## src/link_pkg.sv

```systemverilog
// Shared definitions for the serial link lane model.
// Imported by every block of the link, and by the testbench.

package link_pkg;

	// ------------------------------------------------------------------
	// Lane word, 8B/10B bypassed
	// ------------------------------------------------------------------
	// One 10-bit word with two decodings
	// Bit 9 is disparity mode on transmit and disparity error on receive
	// Bit 8 is disparity value on transmit and char-is-K on receive
	typedef union packed {
		struct packed {
			logic       char_disp_mode;
			logic       char_disp_val;
			logic [7:0] data;
		} tx;
		struct packed {
			logic       disperr;
			logic       charisk;
			logic [7:0] data;
		} rx;
	} lane_word_u;

	// K28.5 marks alignment, K28.0 fills empty slots
	localparam logic [7:0] COMMA_CODE = 8'hBC;
	localparam logic [7:0] IDLE_CODE  = 8'h1C;

	// ------------------------------------------------------------------
	// Timing
	// ------------------------------------------------------------------
	localparam int COMMA_PERIOD      = 16;
	localparam int LANE_LATENCY      = 4;
	localparam int PLL_LOCK_CYCLES   = 16;
	localparam int RESET_DONE_CYCLES = 8;

	// Word slot counter between commas
	localparam int PERIOD_W = $clog2(COMMA_PERIOD);
	localparam logic [PERIOD_W-1:0] LAST_SLOT = PERIOD_W'(COMMA_PERIOD - 1);

	// Lane power-up sequencer spans lock and reset done
	localparam int SEQ_CNT_W = $clog2(PLL_LOCK_CYCLES + RESET_DONE_CYCLES);

	// ------------------------------------------------------------------
	// Elastic buffer
	// ------------------------------------------------------------------
	localparam int BUF_DEPTH = 8;
	localparam int BUF_PTR_W = $clog2(BUF_DEPTH);
	localparam int BUF_CNT_W = $clog2(BUF_DEPTH + 1);

	// Encodings follow the transceiver RXBUFSTATUS style
	typedef enum logic [2:0] {
		BUF_NOMINAL  = 3'b000,
		BUF_HALF     = 3'b010,
		BUF_OVERFLOW = 3'b110
	} buf_status_t;

	localparam int DISPERR_CNT_W = 16;

endpackage

```

## src/link_tx_framer.sv

```systemverilog
// Transmit framer: payload bytes in, raw 10-bit lane words out.
// Commas are placed at a fixed spacing, idles fill slots with no payload.

`timescale 1ns/1ps

module link_tx_framer import link_pkg::*; (
	input  logic       tx_clk,
	input  logic       rst_i,
	input  logic [7:0] pay_data_i,
	input  logic       pay_valid_i,
	output logic       pay_ready_o,
	input  logic       resetdone_i,
	output lane_word_u tx_word_o
);

	// Slot position within the comma period, slot 0 carries the comma
	logic [PERIOD_W-1:0] slot_q;
	logic                comma_slot;
	logic                comma_out;

	// Counter only runs while the lane takes words
	always_ff @(posedge tx_clk) begin
		if (rst_i) begin
			slot_q <= '0;
		end else if (resetdone_i) begin
			if (slot_q == LAST_SLOT) begin
				slot_q <= '0;
			end else begin
				slot_q <= slot_q + 1'b1;
			end
		end
	end

	assign comma_slot = (slot_q == '0);

	// Payload is only taken in non-comma slots of a running lane
	assign pay_ready_o = resetdone_i && !comma_slot;

	// ------------------------------------------------------------------
	// Word mux
	// ------------------------------------------------------------------
	always_comb begin
		// Disparity mode unused with the encoder bypassed
		tx_word_o.tx.char_disp_mode = 1'b0;
		if (resetdone_i && comma_slot) begin
			tx_word_o.tx.char_disp_val = 1'b1;
			tx_word_o.tx.data          = COMMA_CODE;
		end else if (resetdone_i && pay_valid_i) begin
			// Accepted byte goes out as a plain data char
			tx_word_o.tx.char_disp_val = 1'b0;
			tx_word_o.tx.data          = pay_data_i;
		end else begin
			// Nothing waiting, or lane not up yet
			tx_word_o.tx.char_disp_val = 1'b1;
			tx_word_o.tx.data          = IDLE_CODE;
		end
	end

	assign comma_out = tx_word_o.tx.char_disp_val && (tx_word_o.tx.data == COMMA_CODE);

	// A payload handshake puts that very byte on the wire as data
	// so it can never fall into a comma slot
	a_no_ready_in_comma: assert property (@(posedge tx_clk) disable iff (rst_i)
		(pay_valid_i && pay_ready_o) |->
			!tx_word_o.tx.char_disp_val && (tx_word_o.tx.data == pay_data_i))
		else $error("framer offered ready in a comma slot");

	// Comma spacing on the wire is exactly one period
	a_comma_spacing: assert property (@(posedge tx_clk) disable iff (rst_i)
		(resetdone_i && comma_out) |-> ##COMMA_PERIOD comma_out)
		else $error("framer comma spacing broken");

endmodule

```

## src/lane_loopback.sv

```systemverilog
// Behavioral stand-in for one transceiver lane looped back onto itself.
// Sequences PLL lock and reset done, then delays words by a fixed latency.
// Test hooks inject disparity errors and slip single words.

`timescale 1ns/1ps

module lane_loopback import link_pkg::*; (
	input  logic       tx_clk,
	input  logic       rst_i,
	input  lane_word_u tx_word_i,
	input  logic       disperr_inject_i,
	input  logic       slip_i,
	output logic       plllkdet_o,
	output logic       resetdone_o,
	output lane_word_u rx_word_o,
	output logic       rx_word_valid_o
);

	// ------------------------------------------------------------------
	// Power-up sequencer
	// ------------------------------------------------------------------
	logic [SEQ_CNT_W-1:0] seq_q;
	logic                 plllkdet_q;
	logic                 resetdone_q;

	// One counter covers both phases, it freezes once reset is done
	always_ff @(posedge tx_clk) begin
		if (rst_i) begin
			seq_q       <= '0;
			plllkdet_q  <= 1'b0;
			resetdone_q <= 1'b0;
		end else if (!resetdone_q) begin
			seq_q <= seq_q + 1'b1;
			if (seq_q == SEQ_CNT_W'(PLL_LOCK_CYCLES - 1)) begin
				plllkdet_q <= 1'b1;
			end
			if (seq_q == SEQ_CNT_W'(PLL_LOCK_CYCLES + RESET_DONE_CYCLES - 1)) begin
				resetdone_q <= 1'b1;
			end
		end
	end

	assign plllkdet_o  = plllkdet_q;
	assign resetdone_o = resetdone_q;

	// ------------------------------------------------------------------
	// Delay line
	// ------------------------------------------------------------------
	lane_word_u              lane_in;
	lane_word_u              line_q [LANE_LATENCY];
	logic [LANE_LATENCY-1:0] line_vld_q;

	// Tx bits map straight onto rx bits
	// Injection forces the error flag on the word entering now
	always_comb begin
		lane_in            = tx_word_i;
		lane_in.rx.disperr = tx_word_i.tx.char_disp_mode | disperr_inject_i;
	end

	always_ff @(posedge tx_clk) begin
		line_q[0] <= lane_in;
		for (int i = 1; i < LANE_LATENCY; i++) begin
			line_q[i] <= line_q[i-1];
		end
	end

	// Words enter only after reset done, a slipped word never comes out
	always_ff @(posedge tx_clk) begin
		if (rst_i) begin
			line_vld_q <= '0;
		end else begin
			line_vld_q <= {line_vld_q[LANE_LATENCY-2:0], resetdone_q && !slip_i};
		end
	end

	assign rx_word_o       = line_q[LANE_LATENCY-1];
	assign rx_word_valid_o = line_vld_q[LANE_LATENCY-1];

	// Reset done follows lock, and lock holds once reached
	a_done_after_lock: assert property (@(posedge tx_clk) disable iff (rst_i)
		$rose(resetdone_o) |-> plllkdet_o && $past(plllkdet_o))
		else $error("lane reset done without PLL lock");

endmodule

```

## src/rx_elastic_buffer.sv

```systemverilog
// Elastic buffer between the lane and the deframer.
// The lane cannot be stalled, so writes into a full FIFO are lost
// and flagged as a sticky overflow in the buffer status.

`timescale 1ns/1ps

module rx_elastic_buffer import link_pkg::*; (
	input  logic        tx_clk,
	input  logic        rst_i,
	input  lane_word_u  wr_word_i,
	input  logic        wr_valid_i,
	output lane_word_u  rd_word_o,
	output logic        rd_valid_o,
	input  logic        rd_ready_i,
	output buf_status_t bufstatus_o
);

	lane_word_u           mem_q [BUF_DEPTH];
	logic [BUF_PTR_W-1:0] wr_ptr_q;
	logic [BUF_PTR_W-1:0] rd_ptr_q;
	logic [BUF_CNT_W-1:0] fill_q;
	logic                 ovf_q;
	logic                 full;
	logic                 wr_en;
	logic                 rd_en;

	assign full  = (fill_q == BUF_CNT_W'(BUF_DEPTH));
	assign wr_en = wr_valid_i && !full;
	assign rd_en = rd_valid_o && rd_ready_i;

	// ------------------------------------------------------------------
	// Storage
	// ------------------------------------------------------------------
	always_ff @(posedge tx_clk) begin
		if (wr_en) begin
			mem_q[wr_ptr_q] <= wr_word_i;
		end
	end

	// Depth is a power of two, pointers wrap on their own
	always_ff @(posedge tx_clk) begin
		if (rst_i) begin
			wr_ptr_q <= '0;
			rd_ptr_q <= '0;
		end else begin
			if (wr_en) begin
				wr_ptr_q <= wr_ptr_q + 1'b1;
			end
			if (rd_en) begin
				rd_ptr_q <= rd_ptr_q + 1'b1;
			end
		end
	end

	// Fill level, used for empty, full and the half mark
	always_ff @(posedge tx_clk) begin
		if (rst_i) begin
			fill_q <= '0;
		end else begin
			case ({wr_en, rd_en})
				2'b10:   fill_q <= fill_q + 1'b1;
				2'b01:   fill_q <= fill_q - 1'b1;
				default: fill_q <= fill_q;
			endcase
		end
	end

	// Lost word, held until reset
	always_ff @(posedge tx_clk) begin
		if (rst_i) begin
			ovf_q <= 1'b0;
		end else if (wr_valid_i && full) begin
			ovf_q <= 1'b1;
		end
	end

	// ------------------------------------------------------------------
	// Read side and status
	// ------------------------------------------------------------------
	assign rd_word_o  = mem_q[rd_ptr_q];
	assign rd_valid_o = (fill_q != '0);

	always_comb begin
		if (ovf_q) begin
			bufstatus_o = BUF_OVERFLOW;
		end else if (fill_q >= BUF_CNT_W'(BUF_DEPTH / 2)) begin
			bufstatus_o = BUF_HALF;
		end else begin
			bufstatus_o = BUF_NOMINAL;
		end
	end

	a_fill_bound: assert property (@(posedge tx_clk) disable iff (rst_i)
		fill_q <= BUF_CNT_W'(BUF_DEPTH))
		else $error("elastic buffer fill count out of range");

	// Pointers must agree with the fill count whenever a word is popped
	a_no_empty_read: assert property (@(posedge tx_clk) disable iff (rst_i)
		rd_en |-> (wr_ptr_q != rd_ptr_q) || full)
		else $error("elastic buffer read while empty");

endmodule

```

## src/rx_deframer.sv

```systemverilog
// Receive deframer: aligns on commas, drops K characters and passes
// payload bytes on through a valid/ready output register.
// Also counts disparity errors seen on the lane.

`timescale 1ns/1ps

module rx_deframer import link_pkg::*; (
	input  logic                     tx_clk,
	input  logic                     rst_i,
	input  lane_word_u               in_word_i,
	input  logic                     in_valid_i,
	output logic                     in_ready_o,
	output logic [7:0]               out_data_o,
	output logic                     out_valid_o,
	input  logic                     out_ready_i,
	output logic                     byte_aligned_o,
	output logic                     loss_of_sync_o,
	output logic [DISPERR_CNT_W-1:0] disperr_count_o
);

	logic                     aligned_q;
	logic                     los_q;
	logic [PERIOD_W-1:0]      slot_q;
	logic [7:0]               out_data_q;
	logic                     out_valid_q;
	logic [DISPERR_CNT_W-1:0] err_cnt_q;
	logic                     is_comma;
	logic                     slot_end;
	logic                     out_free;
	logic                     take;
	logic                     pass;

	assign is_comma = in_word_i.rx.charisk && (in_word_i.rx.data == COMMA_CODE);
	assign slot_end = (slot_q == LAST_SLOT);
	assign out_free = !out_valid_q || out_ready_i;

	// K words and unaligned data are always swallowed
	// aligned data waits for room in the output register
	assign in_ready_o = in_word_i.rx.charisk || !aligned_q || out_free;
	assign take       = in_valid_i && in_ready_o;

	// Data in the comma slot is a missing comma, not payload
	assign pass = take && !in_word_i.rx.charisk && aligned_q && !slot_end;

	// ------------------------------------------------------------------
	// Comma alignment
	// ------------------------------------------------------------------
	// slot_q counts words since the last comma
	always_ff @(posedge tx_clk) begin
		if (rst_i) begin
			aligned_q <= 1'b0;
			los_q     <= 1'b0;
			slot_q    <= '0;
		end else if (take) begin
			if (is_comma) begin
				slot_q <= '0;
				if (!aligned_q) begin
					aligned_q <= 1'b1;
				end else if (!slot_end) begin
					// Early comma, lock again on the one after
					aligned_q <= 1'b0;
					los_q     <= 1'b1;
				end
			end else begin
				slot_q <= slot_q + 1'b1;
				if (aligned_q && slot_end) begin
					aligned_q <= 1'b0;
					los_q     <= 1'b1;
				end
			end
		end
	end

	// ------------------------------------------------------------------
	// Output register
	// ------------------------------------------------------------------
	always_ff @(posedge tx_clk) begin
		if (rst_i) begin
			out_valid_q <= 1'b0;
		end else if (pass) begin
			out_valid_q <= 1'b1;
		end else if (out_ready_i) begin
			out_valid_q <= 1'b0;
		end
	end

	always_ff @(posedge tx_clk) begin
		if (pass) begin
			out_data_q <= in_word_i.rx.data;
		end
	end

	// Saturating count, bad words still flow on
	always_ff @(posedge tx_clk) begin
		if (rst_i) begin
			err_cnt_q <= '0;
		end else if (take && in_word_i.rx.disperr && (err_cnt_q != '1)) begin
			err_cnt_q <= err_cnt_q + 1'b1;
		end
	end

	assign out_data_o      = out_data_q;
	assign out_valid_o     = out_valid_q;
	assign byte_aligned_o  = aligned_q;
	assign loss_of_sync_o  = los_q;
	assign disperr_count_o = err_cnt_q;

	a_los_sticky: assert property (@(posedge tx_clk) disable iff (rst_i)
		loss_of_sync_o |=> loss_of_sync_o)
		else $error("loss of sync cleared without reset");

	// A stalled byte holds until the sink takes it
	a_out_hold: assert property (@(posedge tx_clk) disable iff (rst_i)
		(out_valid_o && !out_ready_i) |=> out_valid_o && $stable(out_data_o))
		else $error("deframer output changed under back-pressure");

endmodule

```

## src/link_top.sv

```systemverilog
// Top level of the link lane model: framer, lane, elastic buffer and
// deframer in a loop, with the receive status packed into one word.

`timescale 1ns/1ps

module link_top import link_pkg::*; (
	input  logic                     tx_clk,
	input  logic                     rst_i,
	input  logic [7:0]               pay_data_i,
	input  logic                     pay_valid_i,
	output logic                     pay_ready_o,
	output logic [7:0]               out_data_o,
	output logic                     out_valid_o,
	input  logic                     out_ready_i,
	input  logic                     disperr_inject_i,
	input  logic                     slip_i,
	output logic                     plllkdet_o,
	output logic                     resetdone_o,
	output logic [4:0]               rxstatus_o,
	output logic [DISPERR_CNT_W-1:0] disperr_count_o
);

	// ------------------------------------------------------------------
	// Internal links
	// ------------------------------------------------------------------
	lane_word_u  tx_word;
	lane_word_u  rx_word;
	logic        rx_word_valid;
	lane_word_u  buf_word;
	logic        buf_valid;
	logic        buf_ready;
	buf_status_t bufstatus;
	logic        byte_aligned;
	logic        loss_of_sync;

	link_tx_framer u_framer (
		.tx_clk      (tx_clk),
		.rst_i       (rst_i),
		.pay_data_i  (pay_data_i),
		.pay_valid_i (pay_valid_i),
		.pay_ready_o (pay_ready_o),
		.resetdone_i (resetdone_o),
		.tx_word_o   (tx_word)
	);

	lane_loopback u_lane (
		.tx_clk           (tx_clk),
		.rst_i            (rst_i),
		.tx_word_i        (tx_word),
		.disperr_inject_i (disperr_inject_i),
		.slip_i           (slip_i),
		.plllkdet_o       (plllkdet_o),
		.resetdone_o      (resetdone_o),
		.rx_word_o        (rx_word),
		.rx_word_valid_o  (rx_word_valid)
	);

	rx_elastic_buffer u_buf (
		.tx_clk      (tx_clk),
		.rst_i       (rst_i),
		.wr_word_i   (rx_word),
		.wr_valid_i  (rx_word_valid),
		.rd_word_o   (buf_word),
		.rd_valid_o  (buf_valid),
		.rd_ready_i  (buf_ready),
		.bufstatus_o (bufstatus)
	);

	rx_deframer u_deframer (
		.tx_clk          (tx_clk),
		.rst_i           (rst_i),
		.in_word_i       (buf_word),
		.in_valid_i      (buf_valid),
		.in_ready_o      (buf_ready),
		.out_data_o      (out_data_o),
		.out_valid_o     (out_valid_o),
		.out_ready_i     (out_ready_i),
		.byte_aligned_o  (byte_aligned),
		.loss_of_sync_o  (loss_of_sync),
		.disperr_count_o (disperr_count_o)
	);

	// Status word, top down: loss of sync, aligned, buffer status
	assign rxstatus_o = {loss_of_sync, byte_aligned, bufstatus};

endmodule

```

## config.mk

```make
export PLATFORM = sky130hd
export DESIGN_NAME = link_top
export DESIGN_NICKNAME = d
export VERILOG_FILES = /design/src/link_pkg.sv /design/src/link_tx_framer.sv /design/src/lane_loopback.sv /design/src/rx_elastic_buffer.sv /design/src/rx_deframer.sv /design/src/link_top.sv
export SDC_FILE = /design/constraint.sdc
export NUM_CORES = 1
export LEC_CHECK = 0
export BUFFER_PORTS_ARGS = -buffer_cell sky130_fd_sc_hd__clkbuf_2
export CAP_MARGIN = 5
export CORE_MARGIN = 5
export CORE_UTILIZATION = 25
export DETAILED_ROUTE_END_ITERATION = 10
export SLEW_MARGIN = 20
export SYNTH_ARGS = -nofsm -noshare
export SYNTH_HDL_FRONTEND = slang
export SYNTH_SLANG_ARGS = --single-unit
```

## constraint.sdc

```tcl
create_clock -name tx_clk -period 3.1 [get_ports tx_clk]
set_clock_uncertainty 0.05 [all_clocks]
set_input_delay 0.465 -clock tx_clk [delete_from_list [all_inputs] [get_ports tx_clk]]
set_output_delay 0.465 -clock tx_clk [all_outputs]
set_load 0.005 [all_outputs]
```

==> flow_metrics.py, run 1 <==
metrics = {
    "clock_network": {
        "cts_sinks": 180,
        "cts_root_buffer": "clkbuf_16",
        "ctsResizeCount": 0,
        "cts.htree.levels": 4,
        "cts_buffer_depth": 2,
        "insertion_delay_ps": 430,
        "cts_setup_buffers": 0,
        "cts_buffers": 17,
        "hold_buffers": 0,
        "clkTransAtPathRegs_ps": 80,
        "cts_tree": "built",
    },
    "worst_setup_path": {
        "critPathBufInv": 1,
        "end_kind": "flop",
        "arrival_ps": 3120,
        "rr_worst_depth": 12,
        "crit_chain": "mux2i_1, a22oi_1, a31o_2, nand2_1, inv_1, ha_1, xor2_1, ha_1, nor2b_1, a311oi_2, o31a_1, o21ba_2",
        "path_delay_family": "compound AO/OA/AOI/OAI gates",
        "cp_num_cells": 12,
        "crit_path_top_delay_cell": "dfxtp_1",
        "worst_path_most_repeated_cell": "ha_1",
        "cpPeakStageDelay_ps": 460,
        "path_max_fanout": 6,
        "worstSetupPathType": "reg2reg",
        "crit_path_start_kind": "flop",
        "crit_required_ps": 3380,
    },
    "power": {
        "p_leak_nw": 2.71,
        "power_density_nw_per_um2": 712,
        "ir_worst_vdd_v": 0.000282,
    },
    "place": {
        "portBuffers": 45,
        "dp_hpwl_mm": 8.42,
        "place_congestion": 0.730,
    },
    "worst_hold_path": {
        "hold_path.class": "in2reg",
        "hp-start": "disperr_inject_i",
        "hold_depth": 1,
    },
    "synth": {
        "synth_seq_cells": 180,
        "syn_nets": 511,
        "netlist_area_um2": 6700,
        "synth_top_area_share_pct": 39.4,
        "synth_top_area_cell": "edfxtp_1",
        "avgSynthCellArea_um2": 13.8,
        "synth_cell_type_count": 53,
        "async_reset_ff_share_pct": 0,
        "synth_edf_count": 88,
        "yosys_warnings": 0,
        "ys.flop_type": "dfxtp_1",
        "ys_seq_area_share_pct": 66.9,
        "synth_cells": 487,
        "synth_area_leaders": "edfxtp_1 (39%), dfxtp_1 (27%), mux4_2 (3.7%)",
    },
    "finish": {
        "n_antenna_cell": 0,
        "layout.nets": 574,
        "layout-drive-gt1-share_pct": 22.6,
        "mostFrequentLayoutCells": "dfxtp_1 (92), edfxtp_1 (88), nor2_1 (47)",
        "layout_commonest_cell": "dfxtp_1",
        "synthToLayoutAreaGrowth_pct": 19.9,
    },
    "sta": {
        "finalSetupViolCount": 0,
        "rsz0062_at_grt": "false",
        "setup_tns_ps": 0,
        "drv_slew": 0,
        "finalCritPeriodShare_pct": 91.6,
        "worstMarginPinSlew_ps": 557,
        "slew_headroom_pct": 62.9,
        "final-hold-violation-count": 0,
        "period_minus_slack_ps": 2840,
        "fmax_mhz": 352,
        "holdWs_ps": 102,
    },
    "global_route": {
        "grt_usage_pct": 8.70,
        "grt_pass1_wl_mm": 20.8,
        "grt_max_degree": 54,
        "grt_pass1_vias": 3831,
        "gr-total-overflow": 0,
        "antenna_found_initial": 0,
    },
    "floorplanning": {
        "core-area_um2": 26700,
        "rows": 60,
        "die_area_um2": 30200,
        "fp.dieH_um": 174,
        "initial_core_util_pct": 25.2,
        "die_w_um": 174,
        "io_pins": 47,
    },
    "job": {
        "cap_viol_max_count": 0,
    },
    "drt": {
        "drtPass1Iterations": 5,
        "num_vias": 3823,
        "wl_per_cell_um": 14.0,
        "postRouteAntennaNets": 0,
        "via_per_inst": 4.23,
        "drc": 0,
        "drt_wl_total_mm": 12.6,
        "drtIter0Drc": 183,
    },
    "run_status": {
        "status": "finished clean",
    },
}
[final cells by class]
| type | count | area (um2) |
|---|---|---|
| Fill cell | 2627 | 18600 |
| Sequential cell | 180 | 4480 |
| Multi-Input combinational cell | 272 | 2070 |
| Tap cell | 341 | 427 |
| Clock buffer | 17 | 425 |
| Timing Repair Buffer | 66 | 383 |
| Clock inverter | 15 | 199 |
| Inverter | 13 | 48.8 |
[per-layer routing]
metal | part of all wire [%] | global-route usage [%] | vias up | routed length (um)
met4 | 1.7 | 3.79 | 0 | 221
li1 | - | - | 1918 | -
met3 | 2.5 | 2.09 | 15 | 318
met2 | 47 | 13.7 | 60 | 5900
met5 | 0 | 0 | - | 0
met1 | 49 | 11.4 | 1830 | 6210
[registers in the layout, indices dropped and copies added (netlist names), named ones only]
register	count
u_buf.mem_q	80
u_lane.line_q	40
u_deframer.disperr_count_o	16
u_deframer.out_data_o	8
u_lane.seq_q	5
u_buf.fill_q	4
u_deframer.slot_q	4
u_framer.slot_q	4
u_lane.line_vld_q	4
u_buf.rd_ptr_q	3
u_buf.wr_ptr_q	3
u_buf.ovf_q	1
u_deframer.byte_aligned_o	1
u_deframer.loss_of_sync_o	1
u_deframer.out_valid_o	1
u_lane.plllkdet_o	1
u_lane.resetdone_o	1
[Yosys cell counts, drive strengths merged (3+ instances only)]
| master | n |
|---|---|
| nand3 | 14 |
| dfxtp | 92 |
| nand2b | 8 |
| nand4b | 3 |
| a21oi | 20 |
| inv | 13 |
| nor2b | 10 |
| mux2 | 9 |
| nand2 | 23 |
| nand4 | 7 |
| nor3 | 12 |
| edfxtp | 88 |
| o21ai | 7 |
| xnor2 | 10 |
| buf | 11 |
| clkbuf | 11 |
| mux4 | 18 |
| and3 | 6 |
| or3 | 6 |
| ha | 10 |
| nor2 | 47 |
| nor4 | 6 |
| xor2 | 10 |
| mux2i | 11 |
[where the power goes]
part / leakage [nW] / internal (mW) / switching (mW)
combinational: 0.958 / 0.432 / 0.470
clock: 0.303 / 1.11 / 1.06
sequential: 1.45 / 2.56 / 0.0927
[path summary, 6_finish.rpt]
check,slack (ps),to
hold / removal,100,u_lane.line_q[0][9]$_DFF_P_
setup / recovery,260,u_buf.fill_q[2]$_SDFFE_PP0P_
hold reg to reg,270,u_lane.line_q[2][1]$_DFF_P_
setup reg to reg,260,u_buf.fill_q[2]$_SDFFE_PP0P_
[per-stage QoR]
step,instance area [um2],setup WS [ps],power [mW],utilization (%),instances
after floorplan,6700,15.7,3.37,-,487
after global placement,7410,303,3.59,27.8,872
after detailed placement,7410,243,3.61,27.8,872
after CTS,8030,257,5.80,30.1,904
after global routing,8040,29.3,6.01,30.2,904
final,8040,261,5.72,30.2,904
[cells by family (layout without fill, tap and decap cells)]
family                     count (synthesis)  in the layout  share of synthesized area, %
DFF                                      180            180                          66.9
and+or+nand+nor                          155            155                          12.0
AOI/OAI and AO/OA                         48             48                          4.57
muxes                                     38             38                          9.60
buffers and inverters                     35            111                          2.41
xor gates and xnor gates                  20             20                          2.61
adders and majority gates                 10             10                          1.87
other                                      1              1                        0.0559
No activity file was read; power rests on OpenSTA's default activity.
==> run 2: changes to the inputs <==
- CELL_PAD_IN_SITES_DETAIL_PLACEMENT: not set -> 1
- CELL_PAD_IN_SITES_GLOBAL_PLACEMENT: not set -> 1
- PLACE_DENSITY_LB_ADDON: not set -> 0.1
==> flow_metrics.py, run 2 (synthesis results as in run 1) <==
metrics = {
    "run_status": {
        "status": "finished clean",
    },
    "worst_setup_path": {
        "crit_path_start_kind": "flop",
        "arrival_ps": 3090,
        "end_kind": "flop",
        "worstSetupPathType": "reg2reg",
        "crit_required_ps": 3370,
        "path_max_fanout": 6,
    },
    "finish": {
        "synthToLayoutAreaGrowth_pct": 19.7,
        "finalNonFillerCells": 904,
        "final_core_util_pct": 30.1,
        "mostFrequentLayoutCells": "dfxtp_1 (91), edfxtp_1 (88), nor2_1 (47)",
        "n_antenna_cell": 0,
        "final_area_um2": 8020,
        "largest_register_ffs": 80,
        "layout-drive-gt1-share_pct": 22.7,
        "layout.nets": 574,
        "nFillCells": 2846,
        "multi_input_area_um2": 2070,
        "regArea_um2": 4490,
        "top_register": "u_buf.mem_q",
        "layout_commonest_cell": "dfxtp_1",
    },
    "drt": {
        "wl_met3_um": 345,
        "wl_per_cell_um": 16.2,
        "drtPass1Iterations": 4,
        "num_vias": 3888,
        "wl_met1_mm": 7.06,
        "drt_wl_total_mm": 14.6,
        "top_layer_used": "met4",
        "postRouteAntennaNets": 0,
        "wl_met2_mm": 7.05,
        "via_per_inst": 4.30,
        "drtIter0Drc": 175,
        "drc": 0,
    },
    "floorplanning": {
        "fp.dieH_um": 174,
        "die_w_um": 174,
        "rows": 60,
        "io_pins": 47,
        "die_area_um2": 30200,
        "initial_core_util_pct": 25.2,
        "core-area_um2": 26700,
    },
    "sta": {
        "slew_headroom_pct": 58.7,
        "setup_tns_ps": 0,
        "holdWs_ps": 90.1,
        "period_minus_slack_ps": 2820,
        "finalSetupViolCount": 0,
        "rsz0062_at_grt": "false",
        "final-hold-violation-count": 0,
        "finalCritPeriodShare_pct": 91.0,
        "fmax_mhz": 355,
        "worstMarginPinSlew_ps": 619,
        "postLayoutSetupSlackWorst_ps": 279,
        "drv_slew": 0,
    },
    "global_route": {
        "gr-total-overflow": 0,
        "grt_pass1_wl_mm": 23.9,
        "antenna_found_initial": 0,
        "grt_max_degree": 31,
        "grt_pass1_vias": 4305,
        "grt_usage_pct": 10.1,
    },
    "place": {
        "dp_hpwl_mm": 9.61,
        "portBuffers": 45,
        "dp_cells": 872,
        "placed_cell_area_um2": 7410,
        "place_congestion": 0.715,
        "place_ws_ps": 173,
    },
    "clock_network": {
        "cts.htree.levels": 4,
        "cts_tree": "built",
        "clkTransAtPathRegs_ps": 70,
        "insertion_delay_ps": 420,
        "cts_root_buffer": "clkbuf_16",
        "cts_buffers": 17,
        "cts_sinks": 180,
        "hold_buffers": 0,
        "cts_buffer_depth": 2,
    },
    "power": {
        "power_density_nw_per_um2": 717,
        "ir_worst_vdd_v": 0.000266,
        "switching_share_pct": 27.5,
        "p_leak_nw": 2.71,
        "power_switching_mw": 1.58,
        "p_int_mw": 4.17,
        "power_mw": 5.75,
        "p_comb_share_pct": 15.8,
        "clkPwrFrac_pct": 38.0,
        "power_frac_seq_pct": 46.2,
    },
    "worst_hold_path": {
        "hold_path.class": "in2reg",
    },
    "job": {
        "cap_viol_max_count": 0,
    },
}
-- run 2: per-layer routing --
layer  up-vias  track usage (%)
met4         0             3.07
met1      1921             13.0
li1       1916                -
met3         8             2.75
met2        43             16.7
met5         -                0
-- run 2: worst max-delay path, stage by stage (launching register included) --
cell and delay [ps]:
dfxtp_1 380, and2b_1 210, a22oi_2 220, a31o_2 190
nand2_1 70, inv_1 190, ha_1 300, xor2_1 170
ha_1 210, nor2b_1 60, a311oi_1 370, nor4_1 80
o21ba_2 200
-- run 2: power by group through the flow --
stage	Combinational [mW]	Clock, mW	Sequential (mW)
finish	0.909	2.18	2.66
global route	1.03	2.38	2.67
CTS	0.936	2.28	2.65
detailed placement	0.931	0	2.71
global placement	0.931	0	2.71
floorplan	0.710	0	2.66
-- run 2: worst paths after layout --
check | start | endpoint | slack (ps) | depth (start not counted)
max | flop | u_buf.fill_q[2]$_SDFFE_PP0P_ | 280 | 12
min | disperr_inject_i | u_lane.line_q[0][9]$_DFF_P_ | 90 | 1
max reg2reg | flop | u_buf.fill_q[2]$_SDFFE_PP0P_ | 280 | 12
min reg2reg | u_lane.line_q[2][3]$_DFF_P_ | u_lane.line_q[3][3]$_DFF_P_ | 280 | 0
-- run 2: final cells by class --
type	count	share of cell area [%]
Sequential cell	180	55.9
Inverter	13	0.608
Tap cell	341	5.32
Timing Repair Buffer	66	4.77
Clock buffer	19	5.79
Clock inverter	13	1.81
Multi-Input combinational cell	272	25.8
-- run 2: what timing repair did --
action,in CTS,in global routing
resized for setup,0,2
endpoints found under the setup margin,0,1
setup buffers,0,0
endpoints found under the hold margin,0,0
